==> src/logic/rename_pkg.sv <==
// Sizes, index typedefs and reset-mapping constants for the rename core

package rename_pkg;

  ////////////////////////////////////////////////////////////////////////////
  // Sizes
  ////////////////////////////////////////////////////////////////////////////

  localparam int NUM_ARCH = 32;               // Architectural registers
  localparam int NUM_PR   = 48;               // Physical registers
  localparam int NUM_FL   = NUM_PR - NUM_ARCH; // Tags not mapped at reset
  localparam int NUM_ROB  = 16;               // Reorder buffer entries

  ////////////////////////////////////////////////////////////////////////////
  // Index types
  ////////////////////////////////////////////////////////////////////////////

  typedef logic [$clog2(NUM_ARCH)-1:0] arch_idx_t;  // Architectural register
  typedef logic [$clog2(NUM_PR)-1:0]   pr_tag_t;    // Physical register tag
  typedef logic [$clog2(NUM_ROB)-1:0]  rob_idx_t;   // Reorder buffer slot

  // Free list pointers and occupancy
  typedef logic [$clog2(NUM_FL)-1:0]   fl_idx_t;
  typedef logic [$clog2(NUM_FL):0]     fl_cnt_t;    // One extra bit to hold NUM_FL

  // Reorder buffer occupancy, 0 to NUM_ROB
  typedef logic [$clog2(NUM_ROB):0]    rob_cnt_t;

  ////////////////////////////////////////////////////////////////////////////
  // Fixed registers and reset contents
  ////////////////////////////////////////////////////////////////////////////

  // Hard zero, never renamed
  localparam arch_idx_t ZERO_REG = arch_idx_t'(0);

  // Arch register i maps to tag i at reset, so the free list
  // starts at the first tag above the architectural range
  localparam pr_tag_t FL_FIRST_TAG = pr_tag_t'(NUM_ARCH);

  // Full and empty levels
  localparam fl_cnt_t  FL_FULL  = fl_cnt_t'(NUM_FL);
  localparam rob_cnt_t ROB_FULL = rob_cnt_t'(NUM_ROB);

endpackage

==> src/logic/free_list.sv <==
// free_list: circular FIFO of unallocated physical register tags

`timescale 1ns/10ps

module free_list (
  input  logic                clock,
  input  logic                reset,
  input  logic                pop,       // Hand out head_tag at the edge
  input  logic                push,      // Return push_tag at the edge
  input  rename_pkg::pr_tag_t push_tag,
  output rename_pkg::pr_tag_t head_tag,
  output logic                empty
);

  rename_pkg::pr_tag_t tags [rename_pkg::NUM_FL];
  rename_pkg::fl_idx_t head;
  rename_pkg::fl_idx_t tail;
  rename_pkg::fl_cnt_t count;
  logic                full;

  assign head_tag = tags[head];
  assign empty    = (count == '0);
  assign full     = (count == rename_pkg::FL_FULL);

  ////////////////////////////////////////////////////////////////////////////
  // Queue state
  ////////////////////////////////////////////////////////////////////////////

  always_ff @(posedge clock) begin
    if (reset) begin
      // Tags above the arch range, ascending from the head
      for (int i = 0; i < rename_pkg::NUM_FL; i++) begin
        tags[i] <= rename_pkg::FL_FIRST_TAG + rename_pkg::pr_tag_t'(i);
      end
      head  <= '0;
      tail  <= '0;  // Full, so tail has wrapped onto head
      count <= rename_pkg::FL_FULL;
    end else begin
      if (pop) begin
        head <= head + 1'b1;
      end
      if (push) begin
        tags[tail] <= push_tag;
        tail       <= tail + 1'b1;
      end

      case ({push, pop})
        2'b10:   count <= count + 1'b1;
        2'b01:   count <= count - 1'b1;
        default: count <= count;  // Both or neither
      endcase
    end
  end

  ////////////////////////////////////////////////////////////////////////////
  // Checks
  ////////////////////////////////////////////////////////////////////////////

  // Dispatch must hold off while the list is dry
  pop_when_empty: assert property (
    @(posedge clock) disable iff (reset)
    !(pop && empty)
  ) else $error("free_list popped while empty");

  // A full list means no renamed tag is in flight, so retire has nothing to return
  push_when_full: assert property (
    @(posedge clock) disable iff (reset)
    !(push && full)
  ) else $error("free_list pushed while full");

endmodule

==> src/logic/map_table.sv <==
// map_table: speculative arch-to-physical map plus per-tag ready bits

`timescale 1ns/10ps

module map_table (
  input  logic                  clock,
  input  logic                  reset,
  input  logic                  rename_valid,   // Write new mapping at the edge
  input  rename_pkg::arch_idx_t rename_reg,
  input  rename_pkg::pr_tag_t   rename_tag,
  input  rename_pkg::arch_idx_t src1_reg,
  input  rename_pkg::arch_idx_t src2_reg,
  input  rename_pkg::arch_idx_t dest_reg,
  output rename_pkg::pr_tag_t   src1_tag,
  output logic                  src1_ready,
  output rename_pkg::pr_tag_t   src2_tag,
  output logic                  src2_ready,
  output rename_pkg::pr_tag_t   dest_old_tag,
  input  logic                  wb_valid,       // Completion sets a ready bit
  input  rename_pkg::pr_tag_t   wb_tag
);

  rename_pkg::pr_tag_t         map [rename_pkg::NUM_ARCH];
  logic [rename_pkg::NUM_PR-1:0] ready;

  ////////////////////////////////////////////////////////////////////////////
  // Lookups, all combinational from the registered state
  ////////////////////////////////////////////////////////////////////////////

  // Register 0 reads as tag 0, always ready
  assign src1_tag   = (src1_reg == rename_pkg::ZERO_REG) ? '0 : map[src1_reg];
  assign src1_ready = (src1_reg == rename_pkg::ZERO_REG) ? 1'b1 : ready[src1_tag];
  assign src2_tag   = (src2_reg == rename_pkg::ZERO_REG) ? '0 : map[src2_reg];
  assign src2_ready = (src2_reg == rename_pkg::ZERO_REG) ? 1'b1 : ready[src2_tag];

  assign dest_old_tag = (dest_reg == rename_pkg::ZERO_REG) ? '0 : map[dest_reg];

  ////////////////////////////////////////////////////////////////////////////
  // Updates
  ////////////////////////////////////////////////////////////////////////////

  always_ff @(posedge clock) begin
    if (reset) begin
      for (int i = 0; i < rename_pkg::NUM_ARCH; i++) begin
        map[i] <= rename_pkg::pr_tag_t'(i);  // Identity mapping
      end
      ready <= '1;
    end else begin
      if (wb_valid) begin
        ready[wb_tag] <= 1'b1;
      end
      // New producer, value not there yet
      if (rename_valid) begin
        map[rename_reg]   <= rename_tag;
        ready[rename_tag] <= 1'b0;
      end
    end
  end

  ////////////////////////////////////////////////////////////////////////////
  // Checks
  ////////////////////////////////////////////////////////////////////////////

  // Dispatch gating keeps the hard zero out of the map
  rename_zero: assert property (
    @(posedge clock) disable iff (reset)
    rename_valid |-> (rename_reg != rename_pkg::ZERO_REG)
  ) else $error("map_table rename targets the zero register");

  // A tag comes back from retire only after its producer completed,
  // so anything popped from the free list must already read ready
  rename_stale_tag: assert property (
    @(posedge clock) disable iff (reset)
    rename_valid |-> ready[rename_tag]
  ) else $error("map_table renamed onto a tag that is still pending");

endmodule

==> src/logic/reorder_buffer.sv <==
// reorder_buffer: in-order record of dispatched instructions, completion and retire

`timescale 1ns/10ps

module reorder_buffer (
  input  logic                  clock,
  input  logic                  reset,
  input  logic                  alloc,           // Dispatch accepted this cycle
  input  rename_pkg::arch_idx_t alloc_reg,
  input  logic                  alloc_has_dest,
  input  rename_pkg::pr_tag_t   alloc_tag,
  input  rename_pkg::pr_tag_t   alloc_old_tag,
  output rename_pkg::rob_idx_t  alloc_idx,
  output logic                  full,
  input  logic                  complete_valid,
  input  rename_pkg::rob_idx_t  complete_rob,
  output logic                  wb_valid,        // To map table ready bits
  output rename_pkg::pr_tag_t   wb_tag,
  output logic                  retire_valid,
  output rename_pkg::arch_idx_t retire_reg,
  output rename_pkg::pr_tag_t   retire_tag,
  output rename_pkg::pr_tag_t   retire_old_tag,
  output logic                  free_valid       // Old tag goes back to free list
);

  // Control bits per entry
  logic [rename_pkg::NUM_ROB-1:0] ent_valid;
  logic [rename_pkg::NUM_ROB-1:0] ent_done;

  // Payload per entry
  logic [rename_pkg::NUM_ROB-1:0] ent_has_dest;
  rename_pkg::arch_idx_t          ent_reg     [rename_pkg::NUM_ROB];
  rename_pkg::pr_tag_t            ent_tag     [rename_pkg::NUM_ROB];
  rename_pkg::pr_tag_t            ent_old_tag [rename_pkg::NUM_ROB];

  rename_pkg::rob_idx_t head;   // Oldest entry
  rename_pkg::rob_idx_t tail;   // Next free slot
  rename_pkg::rob_cnt_t count;

  assign alloc_idx = tail;
  assign full      = (count == rename_pkg::ROB_FULL);

  // Completed tag forwarded the same cycle, map table picks it up at the edge
  assign wb_valid = complete_valid && ent_valid[complete_rob] && ent_has_dest[complete_rob];
  assign wb_tag   = ent_tag[complete_rob];

  ////////////////////////////////////////////////////////////////////////////
  // Head retirement
  ////////////////////////////////////////////////////////////////////////////

  assign retire_valid   = ent_valid[head] && ent_done[head];
  assign retire_reg     = ent_reg[head];
  assign retire_tag     = ent_tag[head];
  assign retire_old_tag = ent_old_tag[head];
  assign free_valid     = retire_valid && ent_has_dest[head];

  always_ff @(posedge clock) begin
    if (reset) begin
      ent_valid <= '0;
      ent_done  <= '0;
      head      <= '0;
      tail      <= '0;
      count     <= '0;
    end else begin
      if (complete_valid) begin
        ent_done[complete_rob] <= 1'b1;
      end
      if (retire_valid) begin
        ent_valid[head] <= 1'b0;
        head            <= head + 1'b1;
      end
      // Placed last so a fresh entry always starts not done
      if (alloc) begin
        ent_valid[tail] <= 1'b1;
        ent_done[tail]  <= 1'b0;
        tail            <= tail + 1'b1;
      end

      case ({alloc, retire_valid})
        2'b10:   count <= count + 1'b1;
        2'b01:   count <= count - 1'b1;
        default: count <= count;
      endcase
    end
  end

  // Payload written on allocate only
  always_ff @(posedge clock) begin
    if (alloc) begin
      ent_has_dest[tail] <= alloc_has_dest;
      ent_reg[tail]      <= alloc_reg;
      ent_tag[tail]      <= alloc_tag;
      ent_old_tag[tail]  <= alloc_old_tag;
    end
  end

  ////////////////////////////////////////////////////////////////////////////
  // Checks
  ////////////////////////////////////////////////////////////////////////////

  // Execution unit may only complete an in-flight entry, and only once
  complete_in_flight: assert property (
    @(posedge clock) disable iff (reset)
    complete_valid |-> (ent_valid[complete_rob] && !ent_done[complete_rob])
  ) else $error("reorder_buffer completion for entry %0d not in flight", complete_rob);

endmodule

==> src/logic/rename_core.sv <==
// rename_core: free list, map table and reorder buffer with dispatch gating

`timescale 1ns/10ps

module rename_core (
  input  logic                  clock,
  input  logic                  reset,

  // Dispatch from the front end
  input  logic                  dispatch_valid,
  input  rename_pkg::arch_idx_t dest_reg,
  input  rename_pkg::arch_idx_t src1_reg,
  input  rename_pkg::arch_idx_t src2_reg,
  output logic                  dispatch_ready,
  output rename_pkg::pr_tag_t   dest_tag,
  output rename_pkg::pr_tag_t   old_tag,
  output rename_pkg::pr_tag_t   src1_tag,
  output logic                  src1_ready,
  output rename_pkg::pr_tag_t   src2_tag,
  output logic                  src2_ready,
  output rename_pkg::rob_idx_t  rob_tag,

  // Completion from the execution unit
  input  logic                  complete_valid,
  input  rename_pkg::rob_idx_t  complete_rob,

  // Retire
  output logic                  retire_valid,
  output rename_pkg::arch_idx_t retire_reg,
  output rename_pkg::pr_tag_t   retire_tag,
  output rename_pkg::pr_tag_t   retire_old_tag
);

  logic                accept;       // Dispatch handshake
  logic                has_dest;     // Destination other than the hard zero
  logic                do_rename;    // Pop free list and write the map
  logic                fl_empty;
  logic                rob_full;
  logic                wb_valid;
  logic                free_valid;
  rename_pkg::pr_tag_t fl_head_tag;
  rename_pkg::pr_tag_t map_old_tag;
  rename_pkg::pr_tag_t wb_tag;

  ////////////////////////////////////////////////////////////////////////////
  // Dispatch gating
  ////////////////////////////////////////////////////////////////////////////

  // Needs a free tag even for a zero destination
  assign dispatch_ready = !rob_full && !fl_empty;
  assign accept         = dispatch_valid && dispatch_ready;
  assign has_dest       = (dest_reg != rename_pkg::ZERO_REG);
  assign do_rename      = accept && has_dest;

  assign dest_tag = has_dest ? fl_head_tag : '0;
  assign old_tag  = has_dest ? map_old_tag : '0;

  free_list fl_0 (
    .clock    (clock),
    .reset    (reset),
    .pop      (do_rename),
    .push     (free_valid),      // Displaced tag from the retiring entry
    .push_tag (retire_old_tag),
    .head_tag (fl_head_tag),
    .empty    (fl_empty)
  );

  map_table map_0 (
    .clock        (clock),
    .reset        (reset),
    .rename_valid (do_rename),
    .rename_reg   (dest_reg),
    .rename_tag   (fl_head_tag),
    .src1_reg     (src1_reg),
    .src2_reg     (src2_reg),
    .dest_reg     (dest_reg),
    .src1_tag     (src1_tag),
    .src1_ready   (src1_ready),
    .src2_tag     (src2_tag),
    .src2_ready   (src2_ready),
    .dest_old_tag (map_old_tag),
    .wb_valid     (wb_valid),
    .wb_tag       (wb_tag)
  );

  reorder_buffer rob_0 (
    .clock          (clock),
    .reset          (reset),
    .alloc          (accept),        // Every accepted instruction takes a slot
    .alloc_reg      (dest_reg),
    .alloc_has_dest (has_dest),
    .alloc_tag      (dest_tag),
    .alloc_old_tag  (old_tag),
    .alloc_idx      (rob_tag),
    .full           (rob_full),
    .complete_valid (complete_valid),
    .complete_rob   (complete_rob),
    .wb_valid       (wb_valid),
    .wb_tag         (wb_tag),
    .retire_valid   (retire_valid),
    .retire_reg     (retire_reg),
    .retire_tag     (retire_tag),
    .retire_old_tag (retire_old_tag),
    .free_valid     (free_valid)
  );

endmodule

==> config.mk <==
export PLATFORM = sky130hd
export DESIGN_NAME = rename_core
export DESIGN_NICKNAME = d
export VERILOG_FILES = /design/src/logic/rename_pkg.sv /design/src/logic/free_list.sv /design/src/logic/map_table.sv /design/src/logic/reorder_buffer.sv /design/src/logic/rename_core.sv
export SDC_FILE = /design/constraint.sdc
export NUM_CORES = 1
export LEC_CHECK = 0
export BUFFER_PORTS_ARGS = -buffer_cell sky130_fd_sc_hd__buf_2
export CAP_MARGIN = 5
export CORE_MARGIN = 5
export CORE_UTILIZATION = 40
export DETAILED_ROUTE_END_ITERATION = 6
export SLEW_MARGIN = 20
export SYNTH_ARGS = -nofsm -noshare
export SYNTH_HDL_FRONTEND = slang
export SYNTH_SLANG_ARGS = --single-unit
==> constraint.sdc <==
create_clock -name clock -period 4.2 [get_ports clock]
set_clock_uncertainty 0.15 [all_clocks]
set_input_delay 0.21 -clock clock [delete_from_list [all_inputs] [get_ports clock]]
set_output_delay 0.21 -clock clock [all_outputs]
set_load 0.05 [all_outputs]
==> metrics.yaml, run 1 <==
status: "finished, violations left"
violations: "negative setup slack"
gp_congestion: 0.965
worst_pin_slew_ps: 1090
critPathTopFamily: "multiplexers"
diodes: 0
ys_async_sr_fraction_pct: 0
finalHoldViolCount: 0
rsz0062_at_grt: "yes"
area_growth_pct: 14.5
cp-start-kind: "flop"
synthTopCellsByArea: "edfxtp_1, mux4_2, dfxtp_1, mux2i_1, nor2_1"
synth-edff-count: 576
postRouteAntennaNets: 0
min_period_over_period_pct: 100
numCtsBuffers: 77
synth_cell_types: 74
clk_latency_ps: 660
row_count: 107
dieArea_um2: 91300
cts_max_path_buffers: 3
final_cell_mix: "edfxtp_1, nor2_1, mux4_2"
finalWirelength_um: 104000
max_stage_delay_ps: 530
vdd_drop_max_uv: 312
largest_reg_flops: 192
power.density_nw_per_um2: 431
start_util_pct: 40.2
layout_setup_ws_ps: -1.49
io_buffers: 71
crit_type: "flop to primary output"
clock.fmax_mhz: 238
placed_cells: 3636
placed_area_um2: 36200
p_leak_nw: 12.9
cp_max_fo: 13
clock_sinks: 690
grt_remaining_overflow: 0
synth_ff_type: "edfxtp_1"
timing.hold.ws_ps: 39.9
yosys_register_bits: 690
pin_count: 72
setup_violations: 1
grt_pass1_wl_um: 152000
crit_path_end_kind: "primary output"
htree_levels: 3
syn_area_per_cell_um2: 13.8
path_buf_inv: 4
clk_pin_slew_worst_paths_ps: 60
design_area_um2: 39100
layout_commonest_cell: "edfxtp_1"
synth.top_cell.area_share_pct: 50.6
pre_cts_slack_ps: 127
layout.cells.non_filler: 3798
synth.largest_area_cell: "edfxtp_1"
grt_max_degree: 71
slew_viol_final: 0
regMostFlops: "map_0.map"
required_ps: 3840
drt_iter0_drc: 2698
vias: 22700
fin_nets: 2635
crit_arrival_ps: 3840
wl_per_cell_um: 27.3
cts_tree: "done"
vias_per_cell: 5.98
synth_cells: 2477
max_slew_margin_pct: 27.0
total_power_mw: 16.8
antenna_found_initial: 1
cp_slowest_cell: "mux4_2"
post-route-util_pct: 46.0
syn_area_um2: 34200
drive_gt1_share_pct: 23.9
post-route-drc-count: 0
grt_util_all_layers_pct: 22.4
min-delay-path-class: "primary input to flop"
yosysWarnings: 0
cts_root_buf: "clkbuf_16"
min_period_ps: 4200
setup_tns_ps: -1.49
die_h_um: 302
dp_hpwl_um: 71600
drv_cap: 0
crit_chain: "mux4_2 -> mux4_2 -> o211ai_1 -> buf_4 -> buf_4 -> buf_12 -> mux2i_2 -> mux2i_1 -> mux2_2 -> a22oi_2 -> nand4_1 -> buf_6"
seq_area_frac_synth_pct: 57.3
drt-pass1-iter-count: 6
design.core.area_um2: 85000
grt_pass1_vias: 22700
die_w_um: 302
layer usage:
| layer | GRT usage (%) | wire, µm |
|---|---|---|
| met1 | 31.2 | 42700 |
| met4 | 7.62 | 3760 |
| met2 | 35.5 | 48600 |
| met5 | 0 | 13 |
| met3 | 4.52 | 8520 |
logic make-up after synthesis:
group           after synthesis  synth area share [%]
compound gates              285                  5.30
flops                       690                  57.3
fa+ha+maj                    23                 0.887
buf+inv                     218                  2.91
mux                         422                  22.2
other cells                   1                0.0110
simple gates                818                  10.8
xor+xnor                     20                 0.513
final timing paths:
path,cells after the start,from,slack (ps),to
setup / recovery,12,map_0.map[31][0]$_SDFFCE_PN1P_,-1,src2_ready
hold / removal,2,dest_reg[1],40,rob_0.ent_reg[14][1]$_DFFE_PP_
setup reg to reg,14,rob_0.head[0]$_SDFFE_PP0N_,300,fl_0.count[4]$_SDFFE_PP1P_
hold reg to reg,2,fl_0.head[1]$_SDFFE_PP0N_,340,flop
Yosys cell counts (7+ instances only):
| library cell | count |
|---|---|
| mux2_2 | 18 |
| ha_1 | 21 |
| clkbuf_1 | 102 |
| xnor2_1 | 7 |
| nor3_1 | 36 |
| mux4_2 | 259 |
| buf_6 | 8 |
| and3_1 | 9 |
| nand4_1 | 8 |
| inv_1 | 45 |
| or3_1 | 12 |
| buf_2 | 31 |
| a21oi_1 | 97 |
| a221oi_1 | 7 |
| o21ai_0 | 33 |
| or2_1 | 11 |
| nand2_1 | 227 |
| buf_4 | 7 |
| o21bai_1 | 44 |
| nor2b_1 | 23 |
| a22o_1 | 9 |
| buf_1 | 15 |
| a31oi_1 | 20 |
| o21ai_1 | 12 |
| edfxtp_1 | 576 |
| nand2b_1 | 61 |
| and2_1 | 19 |
| mux2i_1 | 135 |
| nor2_1 | 310 |
| xor2_1 | 13 |
| nand3_1 | 66 |
| a22oi_1 | 29 |
| dfxtp_1 | 114 |
power by group:
| part | internal, mW | switching, mW | total, mW |
|---|---|---|---|
| logic | 0.762 | 1.57 | 2.33 |
| clock network | 3.87 | 2.89 | 6.76 |
| registers | 7.64 | 0.119 | 7.76 |
timing repair:
action | in CTS | in global routing
setup buffers | 2 | 4
cloned | 1 | 1
endpoints found under the setup margin | 2 | 3
pin swaps | 1 | 4
endpoints found under the hold margin | 77 | 0
resized for setup | 3 | 16
hold buffers | 10 | 0
area by class of cell:
type	instances	area [µm²]
clock buffers	99	2110
flip-flops and latches	690	19600
well taps	1144	1430
fillers	7450	45900
multi-input cells	1574	13800
clock inverters	45	475
inverters	52	196
repair buffers	194	1490
Note: power is estimated with default switching activity, not from simulation.
==> inputs of run 2 (changes only) <==
--- a/config.mk
+++ b/config.mk
@@ -5,6 +5,7 @@
 export SDC_FILE = /design/constraint.sdc
 export NUM_CORES = 1
 export LEC_CHECK = 0
+export ABC_AREA = 1
 export BUFFER_PORTS_ARGS = -buffer_cell sky130_fd_sc_hd__buf_2
 export CAP_MARGIN = 5
 export CORE_MARGIN = 5
==> run 2 against run 1 <==
The run now ends clean. Sequential share of layout area fell by 0.77 points. First-iteration DRC count rose by 47%. Clock-buffer cell count rose by 3. Combinational power rose by 3%. Register-to-register slack improved by 100 ps. Critical path type unchanged.
==> metrics.yaml, run 2 <==
status: "complete, no violations"
cp-start-kind: "flop"
regMostFlops: "map_0.map"
layout_commonest_cell: "nand2_1"
layout_setup_ws_ps: 97.9
yosys_register_bits: 690
timing.hold.ws_ps: 40.7
numCtsBuffers: 76
r2r-start: "rob_0.head[0]$_SDFFE_PP0N_"
seq_area_frac_synth_pct: 55.6
combinationalPowerShare_pct: 13.9
synth.most_common_cell: "nand2_1"
yosysWarnings: 0
max_stage_delay_ps: 420
syn_area_per_cell_um2: 9.12
critical_path_depth: 8
wl_per_cell_um: 23.0
reg2reg_to: "rob_0.count[4]$_SDFFE_PP0P_"
worst_pin_slew_ps: 1030
crit_type: "flop to primary output"
power_frac_seq_pct: 45.0
clock.fmax_mhz: 244
gp_congestion: 0.913
antenna_found_initial: 4
setup_tns_ps: 0
power.density_nw_per_um2: 433
grt_util_all_layers_pct: 24.0
synth-edff-count: 576
clk_pin_slew_worst_paths_ps: 60
design.core.area_um2: 87200
hold_path_depth: 5
synth_cells: 3864
final_cell_mix: "nand2_1, edfxtp_1, nor2_1"
synth.top_cell.area_share_pct: 49.1
slew_viol_final: 0
die_h_um: 307
endpoint: "dest_tag[0]"
vias_per_cell: 5.85
io_buffers: 71
rsz0062_at_grt: "no"
finalWirelength_um: 117000
cts_root_buf: "clkbuf_16"
synthTopCellsByArea: "edfxtp_1, nand2_1, dfxtp_1, o21ai_0, nor2_1"
area_growth_pct: 12.8
min_period_over_period_pct: 97.7
yosys-top-cells-count: "nand2_1, edfxtp_1, nor2_1"
ff2ff_setup_slack_ps: 400
htree_levels: 3
pre_cts_slack_ps: 390
r2r_cells: 17
start_util_pct: 40.4
pin_count: 72
vias: 29900
dieArea_um2: 94100
drt-pass1-iter-count: 7
finalHoldViolCount: 0
clk_latency_ps: 650
diodes: 0
drv_cap: 0
largest_reg_flops: 192
sw_frac_of_total_pct: 28.2
min-delay-path-class: "primary input to flop"
row_count: 108
synth_ff_type: "edfxtp_1"
cp_slowest_cell: "nand2_1"
crit_arrival_ps: 3740
cts_tree: "done"
max_slew_margin_pct: 31.6
min_period_ps: 4100
cts_max_path_buffers: 3
ys_async_sr_fraction_pct: 0
drt_iter0_drc: 3970
ff_latch_area_um2: 19600
power.switching_mw: 4.86
postRouteAntennaNets: 0
grt_pass1_vias: 27900
required_ps: 3840
clkPwrFrac_pct: 41.1
dp_hpwl_um: 75300
fin_nets: 3937
grt_remaining_overflow: 0
vdd_drop_max_uv: 292
crit_path_end_kind: "primary output"
grt_pass1_wl_um: 175000
grt_max_degree: 157
clock_sinks: 690
multiInputGateArea_um2: 13300
cp_max_fo: 26
p_leak_nw: 14.6
setup_violations: 0
synth.largest_area_cell: "edfxtp_1"
nFillCells: 8284
p_int_mw: 12.4
cts_setup_buffers: 0
critPathTopFamily: "buffers and inverters"
die_w_um: 307
post-route-drc-count: 0
path_buf_inv: 4
synth_cell_types: 57
drive_gt1_share_pct: 9.87
crit_chain: "buf_4 -> clkinvlp_4 -> o211ai_1 -> nand3_1 -> nand2_1 -> inv_1 -> nor2_1 -> buf_2"
syn_area_um2: 35200
[run 2: cells by family after synthesis]
| logic type | Yosys count | synth area share [%] |
|---|---|---|
| and+or+nand+nor | 1526 | 18.6 |
| AOI/OAI and AO/OA | 1006 | 16.9 |
| DFF | 690 | 55.6 |
| buffers and inverters | 574 | 6.87 |
| muxes | 40 | 1.14 |
| adders and majority gates | 23 | 0.859 |
| xor gates and xnor gates | 4 | 0.0995 |
| other | 1 | 0.0106 |
[run 2: timing repair]
action                                  in CTS  in global routing
endpoints found under the hold margin       93                  0
gates cloned                                 0                  1
pin swaps                                    0                  0
gates resized for setup                      1                  3
endpoints found under the setup margin       2                  3
hold buffers                                10                  0
[run 2: layer usage]
metal  track usage (%)  vias up  share of wire (%)
li1                  -    13700                  -
met1              33.9    14300                 42
met2              37.6     1596                 45
met3              4.54      273                9.9
met4              7.89        0                3.5
met5                 0        -                  0
[run 2: worst reg2reg max path: cells and delay by family, from the launching register on]
| family | cells | cell delay [ps] |
|---|---|---|
| simple gates | 3 | 380 |
| flops | 1 | 660 |
| compound gates | 8 | 1120 |
| buf+inv | 4 | 640 |
| fa+ha+maj | 2 | 730 |
[run 2: area by class of cell]
type / instances / share of cell area (%)
clock buffers: 102 / 5.23
clock inverters: 36 / 1.44
inverters: 322 / 3.08
multi-input cells: 2605 / 33.6
flip-flops and latches: 690 / 49.3
well taps: 1155 / 3.64
repair buffers: 195 / 3.69
repair inverters: 1 / 0.0126
[run 2: metrics by stage]
step,cell area [µm²],power (mW),cells,utilization [%]
2_1_floorplan,35200,9.33,3869,-
3_3_place_gp,36900,10.2,4957,42.4
3_5_place_dp,36900,10.2,4957,42.4
4_1_cts,39700,17.2,5105,45.6
5_1_grt,39700,17.7,5106,45.6
6_report,39700,17.2,5106,45.6
[run 2: power by group through the flow]
stage / Sequential [mW] / Combinational (mW) / Clock [mW]
after floorplan: 7.85 / 1.48 / 0
after global placement: 7.88 / 2.32 / 0
after detailed placement: 7.89 / 2.33 / 0
after CTS: 7.74 / 2.35 / 7.14
after global routing: 7.75 / 2.55 / 7.43
final: 7.75 / 2.39 / 7.08
[run 2: worst min path at each step]
| stage | from | endpoint | slack, ps |
|---|---|---|---|
| after floorplan | dest_reg[0] | rob_0.ent_reg[0][0]$_DFFE_PP_ | 160 |
| after global placement | rob_0.ent_done[3]$_SDFF_PP0_ | rob_0.ent_done[3]$_SDFF_PP0_ | 300 |
| after CTS | complete_rob[2] | rob_0.ent_done[8]$_SDFF_PP0_ | 3 |
| after global routing | complete_rob[2] | rob_0.ent_done[8]$_SDFF_PP0_ | 50 |
| after detailed placement | rob_0.ent_done[3]$_SDFF_PP0_ | rob_0.ent_done[3]$_SDFF_PP0_ | 310 |
| final | complete_rob[2] | rob_0.ent_done[8]$_SDFF_PP0_ | 40 |
